===== config.mk =====
export PLATFORM = sky130hd
export DESIGN_NAME = fpm_top
export DESIGN_NICKNAME = d
export VERILOG_FILES = /design/src/logic/fpm_pkg.sv /design/src/logic/fpm_top.sv /design/src/logic/fpm_sequencer.sv /design/src/logic/fpm_indicators.sv /design/src/logic/fpm_fic.sv /design/src/logic/fpm_exp_path.sv
export SDC_FILE = /design/constraint.sdc
export NUM_CORES = 1
export LEC_CHECK = 0
export BUFFER_PORTS_ARGS = -buffer_cell sky130_fd_sc_hd__buf_2
export CAP_MARGIN = 20
export CELL_PAD_IN_SITES_DETAIL_PLACEMENT = 0
export CELL_PAD_IN_SITES_GLOBAL_PLACEMENT = 1
export CORE_MARGIN = 3
export CORE_UTILIZATION = 47
export CTS_BUF_LIST = sky130_fd_sc_hd__clkbuf_16
export DETAILED_ROUTE_END_ITERATION = 10
export HOLD_SLACK_MARGIN = 0.08
export PLACE_DENSITY_LB_ADDON = 0.1
export SLEW_MARGIN = 0
export SYNTH_ARGS = -nofsm -noshare
export SYNTH_HDL_FRONTEND = slang
export SYNTH_SLANG_ARGS = --single-unit

===== constraint.sdc =====
create_clock -name clk_sys -period 9.24 [get_ports clk_sys]
set_input_delay 1.848 -clock clk_sys [delete_from_list [all_inputs] [get_ports clk_sys]]
set_output_delay 1.848 -clock clk_sys [all_outputs]
set_load 0.02 [all_outputs]

===== src/logic/fpm_pkg.sv =====
// ---------------------------------------------------------------------------
// shared types of the F-PM exponent and control unit
// operation and B-bus function enums
// command, result and control structs
// ---------------------------------------------------------------------------

package fpm_pkg;

	// width of the alignment count in the result
	localparam int ALIGN_W = 6;

	// floating operations handled by the unit
	typedef enum logic [1:0] {
		OP_AF = 2'd0,
		OP_SF = 2'd1,
		OP_MF = 2'd2,
		OP_DF = 2'd3
	} fp_op_e;

	// B bus function, same coding as the fcb/scc pair
	typedef enum logic [1:0] {
		BB_INV  = 2'b00,
		BB_TRUE = 2'b01,
		BB_ONES = 2'b10,
		BB_ZERO = 2'b11
	} bbus_e;

	// command from the host, held while req is high
	typedef struct packed {
		fp_op_e            op;
		logic signed [7:0] exp_a;
		logic signed [7:0] exp_b;
	} fpm_cmd_t;

	typedef struct packed {
		logic signed [9:0]   exp;
		logic [ALIGN_W-1:0]  align;
		logic                g;
		logic                wdt;
		logic                wt;
		logic                exp_over;
		logic                exp_under;
	} fpm_res_t;

	// strobes from the sequencer
	typedef struct packed {
		logic  lkb;
		logic  opnd_b;
		logic  l_d;
		logic  l_b;
		bbus_e bsel;
		logic  pc8;
		logic  ind_strobe;
		logic  range_strobe;
		logic  fic_load;
		logic  fic_step;
		logic  clr;
	} fpm_ctl_t;

endpackage

===== src/logic/fpm_top.sv =====
// ---------------------------------------------------------------------------
// F-PM exponent and control unit, top level
// sequencer, exponent datapath, shift counter and indicators
// ---------------------------------------------------------------------------

`timescale 1ns/1ps

module fpm_top import fpm_pkg::*; #(
	parameter int ALIGN_LIMIT = 40,
	parameter int FIC_W = 6
) (
	input  logic     clk_sys,
	input  logic     _0_f,
	input  logic     req,
	output logic     ack,
	input  fpm_cmd_t cmd,
	output fpm_res_t res
);

	fpm_ctl_t          ctl;
	logic signed [9:0] d;
	logic              diff_neg;
	logic [FIC_W-1:0]  diff_abs;
	logic              ge_limit;
	logic              fic_zero;

	fpm_sequencer seq (
		.clk_sys  (clk_sys),
		._0_f     (_0_f),
		.req      (req),
		.op       (cmd.op),
		.ge_limit (ge_limit),
		.fic_zero (fic_zero),
		.ack      (ack),
		.ctl      (ctl)
	);

	fpm_exp_path #(
		.ALIGN_LIMIT (ALIGN_LIMIT),
		.FIC_W       (FIC_W)
	) exp_path (
		.clk_sys  (clk_sys),
		._0_f     (_0_f),
		.cmd      (cmd),
		.ctl      (ctl),
		.d        (d),
		.diff_neg (diff_neg),
		.diff_abs (diff_abs),
		.ge_limit (ge_limit)
	);

	// shift count comes straight from the difference magnitude
	fpm_fic #(.FIC_W(FIC_W)) fic (
		.clk_sys  (clk_sys),
		._0_f     (_0_f),
		.ctl      (ctl),
		.load_val (diff_abs),
		.fic_zero (fic_zero)
	);

	fpm_indicators #(.FIC_W(FIC_W)) ind (
		.clk_sys  (clk_sys),
		._0_f     (_0_f),
		.ctl      (ctl),
		.d        (d),
		.diff_neg (diff_neg),
		.diff_abs (diff_abs),
		.ge_limit (ge_limit),
		.res      (res)
	);

endmodule


===== src/logic/fpm_sequencer.sv =====
// ---------------------------------------------------------------------------
// phase sequencer
// opcode decode, control strobes for the datapath
// req/ack handshake with the host
// ---------------------------------------------------------------------------

`timescale 1ns/1ps

module fpm_sequencer import fpm_pkg::*; (
	input  logic     clk_sys,
	input  logic     _0_f,
	input  logic     req,
	input  fp_op_e   op,
	input  logic     ge_limit,
	input  logic     fic_zero,
	output logic     ack,
	output fpm_ctl_t ctl
);

	typedef enum logic [2:0] {
		S_IDLE,
		S_LOAD_B,
		S_XFER,
		S_SUM,
		S_ALIGN,
		S_FINAL,
		S_DONE
	} phase_e;

	phase_e state;
	phase_e state_next;
	logic   add_sub;
	logic   mul;

	// subtract differs from add only in the mantissa path
	assign add_sub = (op == OP_AF) || (op == OP_SF);
	assign mul = (op == OP_MF);

	always_comb begin
		state_next = state;
		case (state)
			S_IDLE:
				if (req)
					state_next = S_LOAD_B;
			S_LOAD_B:
				state_next = S_XFER;
			S_XFER:
				state_next = S_SUM;
			S_SUM:
				if (add_sub && !ge_limit && !fic_zero)
					state_next = S_ALIGN;
				else
					state_next = S_FINAL;
			S_ALIGN:
				if (fic_zero)
					state_next = S_FINAL;
			S_FINAL:
				state_next = S_DONE;
			S_DONE:
				if (!req)
					state_next = S_IDLE;
			default:
				state_next = S_IDLE;
		endcase
	end

	always_ff @(posedge clk_sys or posedge _0_f) begin
		if (_0_f)
			state <= S_IDLE;
		else
			state <= state_next;
	end

	// ack follows the result and drops once the host lets go of req
	always_ff @(posedge clk_sys or posedge _0_f) begin
		if (_0_f)
			ack <= 1'b0;
		else if (state == S_FINAL)
			ack <= 1'b1;
		else if (state == S_DONE && !req)
			ack <= 1'b0;
	end

	always_comb begin
		ctl = '0;
		ctl.bsel = BB_ZERO;
		case (state)
			S_LOAD_B: begin
				ctl.lkb = 1'b1;
				ctl.opnd_b = 1'b1;
				ctl.l_d = 1'b1;
				ctl.clr = 1'b1;
			end
			S_XFER: begin
				ctl.lkb = 1'b1;
				ctl.l_d = 1'b1;
				ctl.l_b = 1'b1;
			end
			S_SUM: begin
				ctl.l_d = 1'b1;
				// multiply adds and the rest subtract B from D
				ctl.bsel = mul ? BB_TRUE : BB_INV;
				ctl.pc8 = ~mul;
				ctl.ind_strobe = add_sub;
				ctl.fic_load = add_sub;
			end
			S_ALIGN:
				ctl.fic_step = 1'b1;
			S_FINAL: begin
				// larger exponent for add and subtract
				ctl.lkb = add_sub;
				ctl.l_d = add_sub;
				ctl.range_strobe = ~add_sub;
			end
			default: begin
			end
		endcase
	end

	a_ack_rise_on_req: assert property (@(posedge clk_sys) disable iff (_0_f)
		$rose(ack) |-> $past(req));

endmodule


===== src/logic/fpm_indicators.sv =====
// ---------------------------------------------------------------------------
// exponent indicators
// g, wdt, wt and alignment count from the difference
// exponent range flags and result assembly
// ---------------------------------------------------------------------------

`timescale 1ns/1ps

module fpm_indicators import fpm_pkg::*; #(
	parameter int FIC_W = 6
) (
	input  logic              clk_sys,
	input  logic              _0_f,
	input  fpm_ctl_t          ctl,
	input  logic signed [9:0] d,
	input  logic              diff_neg,
	input  logic [FIC_W-1:0]  diff_abs,
	input  logic              ge_limit,
	output fpm_res_t          res
);

	logic             g;
	logic             wdt;
	logic             wt;
	logic [FIC_W-1:0] align_q;
	logic             exp_over;
	logic             exp_under;

	// difference indicators, latched once per add or subtract
	always_ff @(posedge clk_sys or posedge _0_f) begin
		if (_0_f) begin
			g <= 1'b0;
			wdt <= 1'b0;
			wt <= 1'b0;
			align_q <= '0;
		end else if (ctl.clr) begin
			g <= 1'b0;
			wdt <= 1'b0;
			wt <= 1'b0;
			align_q <= '0;
		end else if (ctl.ind_strobe) begin
			g <= ge_limit;
			wdt <= diff_neg;
			// result is the first argument
			wt <= ge_limit & ~diff_neg;
			align_q <= ge_limit ? '0 : diff_abs;
		end
	end

	// top three bits of D give the range of the 10-bit exponent
	always_ff @(posedge clk_sys or posedge _0_f) begin
		if (_0_f) begin
			exp_over <= 1'b0;
			exp_under <= 1'b0;
		end else if (ctl.clr) begin
			exp_over <= 1'b0;
			exp_under <= 1'b0;
		end else if (ctl.range_strobe) begin
			exp_over <= ~d[9] & (d[8] | d[7]);
			exp_under <= d[9] & ~(d[8] & d[7]);
		end
	end

	always_comb begin
		res.exp = d;
		res.align = ALIGN_W'(align_q);
		res.g = g;
		res.wdt = wdt;
		res.wt = wt;
		res.exp_over = exp_over;
		res.exp_under = exp_under;
	end

endmodule


===== src/logic/fpm_fic.sv =====
// ---------------------------------------------------------------------------
// alignment shift counter
// loadable down-counter with look-ahead zero flag
// ---------------------------------------------------------------------------

`timescale 1ns/1ps

module fpm_fic import fpm_pkg::*; #(
	parameter int FIC_W = 6
) (
	input  logic             clk_sys,
	input  logic             _0_f,
	input  fpm_ctl_t         ctl,
	input  logic [FIC_W-1:0] load_val,
	output logic             fic_zero
);

	logic [FIC_W-1:0] cnt;
	logic [FIC_W-1:0] cnt_next;

	always_comb begin
		cnt_next = cnt;
		if (ctl.fic_load)
			cnt_next = load_val;
		else if (ctl.fic_step)
			cnt_next = cnt - FIC_W'(1);
	end

	always_ff @(posedge clk_sys or posedge _0_f) begin
		if (_0_f)
			cnt <= '0;
		else
			cnt <= cnt_next;
	end

	// zero after this clock, so the sequencer leaves ALIGN on the last step
	assign fic_zero = (cnt_next == '0);

	// the sequencer must never step an empty counter
	a_no_step_at_zero: assert property (@(posedge clk_sys) disable iff (_0_f)
		ctl.fic_step |-> (cnt != '0));

endmodule


===== src/logic/fpm_exp_path.sv =====
// ---------------------------------------------------------------------------
// exponent datapath
// L bus mux, D and B registers, B bus function mux
// 10-bit exponent adder and alignment limit compare
// ---------------------------------------------------------------------------

`timescale 1ns/1ps

module fpm_exp_path import fpm_pkg::*; #(
	parameter int ALIGN_LIMIT = 40,
	parameter int FIC_W = 6
) (
	input  logic              clk_sys,
	input  logic              _0_f,
	input  fpm_cmd_t          cmd,
	input  fpm_ctl_t          ctl,
	output logic signed [9:0] d,
	output logic              diff_neg,
	output logic [FIC_W-1:0]  diff_abs,
	output logic              ge_limit
);

	localparam logic [9:0] LIMIT = 10'(ALIGN_LIMIT);

	logic              sel_b;
	logic signed [7:0] opnd;
	logic signed [9:0] l_bus;
	logic signed [9:0] b;
	logic [9:0]        b_bus;
	logic [9:0]        sum;
	logic [9:0]        mag;

	// a plain operand load outside the B transfer takes the larger exponent
	// when D holds a negative difference
	assign sel_b = ctl.opnd_b | (~ctl.l_b & d[9]);
	assign opnd = sel_b ? cmd.exp_b : cmd.exp_a;

	always_comb begin
		case (ctl.lkb)
			1'b0: l_bus = sum;
			1'b1: l_bus = {opnd[7], opnd[7], opnd};
		endcase
	end

	always_ff @(posedge clk_sys or posedge _0_f) begin
		if (_0_f)
			d <= '0;
		else if (ctl.l_d)
			d <= l_bus;
	end

	// B keeps the second exponent
	always_ff @(posedge clk_sys) begin
		if (ctl.l_b)
			b <= d;
	end

	always_comb begin
		case (ctl.bsel)
			BB_INV:  b_bus = ~b;
			BB_TRUE: b_bus = b;
			BB_ONES: b_bus = {10{1'b1}};
			BB_ZERO: b_bus = '0;
		endcase
	end

	assign sum = d + b_bus + 10'(ctl.pc8);

	// sign and magnitude of the difference
	assign diff_neg = sum[9];
	assign mag = sum[9] ? (~sum + 10'd1) : sum;
	assign diff_abs = mag[FIC_W-1:0];
	assign ge_limit = (mag >= LIMIT);

	// the B transfer and the sum load must be in different phases
	a_no_lb_on_sum: assert property (@(posedge clk_sys) disable iff (_0_f)
		!(ctl.l_b && ctl.l_d && !ctl.lkb));

endmodule


; ---- After elaboration in Yosys (flattened, before gate mapping)
; Cells that the tools add are included.
; W data, S select, Z words.
[classes]
addsub = 4
order_cmp = 1
n_eq_ne = 14
mux = 35
bitwise_logic = 16
reduce_logical = 17
[ops]
columns = cell, n
row1 = $pmux W10 S4, 1
row2 = $mux W6, 5
row3 = $pmux W3 S7, 1
row4 = $not A10 Y10, 2
row5 = $pmux W10 S2, 1
row6 = $mux W1, 19
row7 = $add A10 B1 Y10, 1
row8 = $add A10 B1 Y10 const B, 1
row9 = $add A10 B10 Y10, 1
row10 = $ge A10 B6 Y1 const B, 1
row11 = $mux W10, 1
row12 = $eq A3 B3 Y1 const B, 3
row13 = $mux W3, 3
row14 = $mux W8, 1
row15 = $not A1 Y1, 7
row16 = $eq A2 B2 Y1 const B, 3
row17 = $eq A3 B2 Y1 const B, 2
row18 = $logic_not A6 Y1, 1
row19 = $reduce_bool A2 Y1, 3
row20 = $sub A6 B1 Y6 const B, 1
row21 = $and A1 B1 Y1, 5
row22 = $eq A2 B1 Y1 const B, 2
row23 = $logic_not A2 Y1, 2
row24 = $mux W4, 1
row25 = other kinds (12), 19
[word_totals]
regBits = 41
in_bits = 21
output_inout_bits = 22
word_cells = 98

; ---- Logic depth before layout (Yosys ltp)
[depth]
ltp_word = 16
mapped_depth = 17
mapped_depth_nobuf = 14

; ---- By module
; A second synthesis with hierarchy kept.
[unflattened]
cells_unflattened = 305
area_unflattened_um2 = 2946.6
[modules_own_cells]
columns = mod, instances, cells_each, area_each_um2, seq_area_each_um2
row1 = fpm_exp_path, 1, 159, 1590.3, 550.5
row2 = fpm_indicators, 1, 63, 618.1, 275.3
row3 = fpm_fic, 1, 43, 394.1, 150.1
row4 = fpm_sequencer, 1, 40, 344.1, 100.1

; ---- Worst setup path after synthesis
; No wires, ideal clock.
[synth_path]
kind = in2reg
start = input port cmd[17] (netlist bit)
end = register ind.align_q[0]
setup_time_ns = 0.122
arrival_time_ns = 5.308
required_time_ns = 9.118
path_slack_ns = 3.811
cell_stages = 14
n_path_buf = 1
path_cell_list = nor2b_1 -> buf_1 -> xor2_1 -> nor2_1 -> fa_1 -> fa_1 -> a211oi_2 -> nor2_1 -> xnor2_1 -> nor4_1 -> mux2_1 -> a31oi_2 -> nor2_2 -> a32o_1
[synth_via]
elab_chain_cells = 14
word_cells_on_any_way = 22
cone_classes = add/sub: 3 / order compare: 1 / eq/ne: 5 / mux: 7 / bitwise: 2 / reduce/logical: 4
[synth_lines]
columns = item, line
row1 = "start, declared", fpm_top.sv:16  ; input fpm_cmd_t cmd,
row2 = $eq A2 B2 Y1, fpm_sequencer.sv:37  ; assign mul = (op == OP_MF);
row3 = $mux W1, fpm_sequencer.sv:102  ; ctl.bsel = mul ? BB_TRUE : BB_INV;
row4 = $mux W4 *, fpm_sequencer.sv:87  ; case (state)
row5 = "$eq A2 B2 Y1, or another cell as far along", fpm_exp_path.sv:59  ; case (ctl.bsel)
row6 = $pmux W10 S4, fpm_exp_path.sv:59
row7 = $add A10 B10 Y10, fpm_exp_path.sv:67  ; assign sum = d + b_bus + 10'(ctl.pc8);
row8 = $add A10 B1 Y10, fpm_exp_path.sv:67
row9 = $not A10 Y10, fpm_exp_path.sv:71  ; assign mag = sum[9] ? (~sum + 10'd1) : sum;
row10 = $add A10 B1 Y10, fpm_exp_path.sv:71
row11 = $mux W10, fpm_exp_path.sv:71
row12 = $ge A10 B6 Y1, fpm_exp_path.sv:73  ; assign ge_limit = (mag >= LIMIT);
row13 = $mux W6, fpm_indicators.sv:46  ; align_q <= ge_limit ? '0 : diff_abs;
row14 = $mux W6, fpm_indicators.sv:41  ; end else if (ctl.ind_strobe) begin
row15 = $mux W6, fpm_indicators.sv:36  ; end else if (ctl.clr) begin
row16 = "end signal, assigned", fpm_indicators.sv:46
row17 = "end, declared", fpm_indicators.sv:25  ; logic [FIC_W-1:0] align_q;
; Every way passes the cells marked *; elsewhere a longest branch is shown, timed or not. The select of a mux whose other input is x is not followed.
; A chain may end at the register's enable or synchronous reset.

; ---- Worst setup path after layout
; Same ends and word-level chain as after synthesis.

==> out/metrics.yaml <==
worstHoldPathType: "flip-flop to flip-flop"
max_cap_viol_count: 0
period_share_pct: 59.8
slew_viol_final: 0
seqPwrFrac_pct: 27.7
syn_area_per_cell_sq_um: 9.31
p_leak_nw: 1.40
cts_sinks: 41
tns_ns: 0
synth-seq-area-share_pct: 39.2
fin_nets: 362
cts_resized: 0
fin_util_pct: 55.8
r2r-start: "seq.state[0]"
cp-end-kind: "flip-flop"
syn2layout_area_growth_pct: 13.3
place_hpwl_um: 4820
p_switching_w: 0.000641
p_int_w: 0.000660
hold_viol_final: 0
hold_end: "ind.g"
root_buffer: "clkbuf_16"
min_from: "ind.g"
track_usage_pct: 21.1
r2r_slack_ns: 4.56
postSynthNetCount: 328
synth_seq_cells: 41
first_pass_iters: 4
syn_area_sq_mm: 0.00275
grt_overflow: 0
synthArstFlopShare_pct: 75.6
ys_warn_count: 0
startpoint_type: "input port"
drc: 0
worstPathMaxFanout: 12
portBuffers: 42
swShare_pct: 49.3
wire_per_inst_um: 16.3
combPwrFrac_pct: 59.6
place_worst_setup_slack_ns: 3.43
synth_cells: 295
synth-edff-count: 10
dieHeight_um: 82.4
fin_skew_ns: 0.00411
synthDistinctLibCells: 58
wl_um: 6560
n_antenna_cell: 0
path_clk_slew_ns: 0.06
rows: 27
dieArea_sq_mm: 0.00680
status: "finished clean"
grt_pass1_wl_um: 10800
layout_common_cells: "42 x buf_2, 36 x nor2_1, 31 x dfrtp_1"
ant_nets: 0
p_clk_share_pct: 12.7
vias: 2292
drive_gt1_share_pct: 18.5
setup_slack_ns: 3.72
ir_worst_vdd_mv: 0.188
worst_slew_pin_slew_ns: 1.10
fp.dieW_um: 82.4
rsz0062_at_grt: "false"
r2r_end: "ind.align_q[0]"
post_cts_buffers: 0
core_sq_mm: 0.00557
ctsHoldBuffers: 0
cts_buffers: 5
setup_viol: 0
io_pins: 43
initial_core_util_pct: 49.3
finalPower_w: 0.00130
holdPathStages: 2
grt_max_degree: 32
routabilityCongestion: 0.845
first_global_vias: 2181
antenna_found_initial: 0
cts_buffer_depth: 2
cp.required_ns: 9.41
drt_iter0_drc: 127
max_freq_ghz: 0.181
min_period_ns: 5.52
worst-setup-path-type: "input port to flip-flop"
insertion_delay_ns: 0.28
p_per_area_mw_per_mm2: 418
viasPerCell: 5.70
fillCellCount: 524
slew_headroom_pct: 26.2
cp.arrival_ns: 5.69
worstRegToRegCells: 14
htreeDepth: 2
cts_tree: "yes"
synthFlopType: "dfrtp_1"
final_common_cell: "buf_2"
## cells by family (layout without fill, tap and decap cells)
family          count (synthesis)  after routing  synth area share, %
xor+xnor                       24             24                 8.16
simple gates                   89             89                 14.8
compound gates                 86             86                 22.3
flops                          41             41                 39.2
fa+ha+maj                      12             12                 6.01
mux                            12             12                 4.51
buf+inv                        31             66                 5.10
## synth_stat cells (3+ instances only)
cell type  instances  share of area (%)
a211o_1            3               0.96
a32o_1             4                1.5
o21ai_0           16                2.9
ha_1              10                4.6
clkbuf_1           9                1.2
buf_4              6                1.6
a211oi_1           5                1.4
nand3_1            4               0.73
o21ai_1            7                1.3
o31ai_1            3               0.82
a21oi_1           16                2.9
mux2i_1            9                3.3
nor2b_1            3               0.68
edfxtp_1          10                 11
o21a_1             5                1.4
nor3_1             4               0.73
xor2_1            14                4.5
xnor2_1            9                2.9
dfrtp_1           31                 28
nand2_1           27                3.7
inv_1             14                1.9
nor2_1            36                4.9
o211ai_1           3               0.82
## area by class of cell
cell class / instances / area (sq um) / share of cell area (%)
Clock inverter: 3 / 12.5 / 0.402
Timing Repair Buffer: 44 / 225 / 7.24
Inverter: 14 / 52.6 / 1.69
Sequential cell: 41 / 1080 / 34.6
Clock buffer: 5 / 125 / 4.02
Multi-Input combinational cell: 223 / 1530 / 49.2
Tap cell: 72 / 90.1 / 2.90
## registers in the layout, summed over array words and instances, names as in the netlist, 3 cells and up
register     count
exp_path.b      10
exp_path.d      10
fic.cnt          6
ind.align_q      6
seq.state        3
## critical path, stage by stage
cell      delay (ns)
buf_2           0.20
nor2b_1         0.16
buf_4           0.23
xor2_1          0.19
nor2_1          0.07
fa_1            0.44
fa_1            0.44
a211oi_2        0.30
nor2_1          0.10
xnor2_1         0.44
a311oi_1        0.18
o311a_1         0.33
a31oi_2         0.34
nor2_2          0.13
a32o_1          0.27
## how the worst max path moves through the flow
stage            start             end  slack (ns)  cells after the start
2_1_floorplan  cmd[17]  ind.align_q[0]        3.81                     14
3_3_place_gp   cmd[17]  ind.align_q[0]        3.60                     15
3_5_place_dp   cmd[17]  ind.align_q[0]        3.43                     15
4_1_cts        cmd[17]  ind.align_q[0]        3.74                     15
5_1_grt        cmd[17]          ind.wt        3.37                     15
6_report       cmd[17]  ind.align_q[0]        3.72                     15
## power groups by stage
stage	sequential, W	clock, W	combinational (W)
2_1_floorplan	0.000359	0	0.000594
3_3_place_gp	0.000362	0	0.000773
3_5_place_dp	0.000361	0	0.000774
4_1_cts	0.000360	0.000168	0.000778
5_1_grt	0.000374	0.000176	0.000866
6_report	0.000360	0.000165	0.000775
## per-stage QoR
step	hold WS, ns	instance area (sq um)	cells
6_report	0.483	3110	402
2_1_floorplan	0.450	2750	295
5_1_grt	0.509	3110	402
3_3_place_gp	0.465	2970	394
4_1_cts	0.490	3110	402
3_5_place_dp	0.477	2970	394
## routing by layer
metal  wire length, um  part of all wire, %  track usage, %
met5                 0                    0               0
met4                99                  1.5            7.97
met3               406                  6.2            3.80
met2              2860                   44            32.0
met1              3200                   49            29.8
No activity file was read; power rests on OpenSTA's default activity.
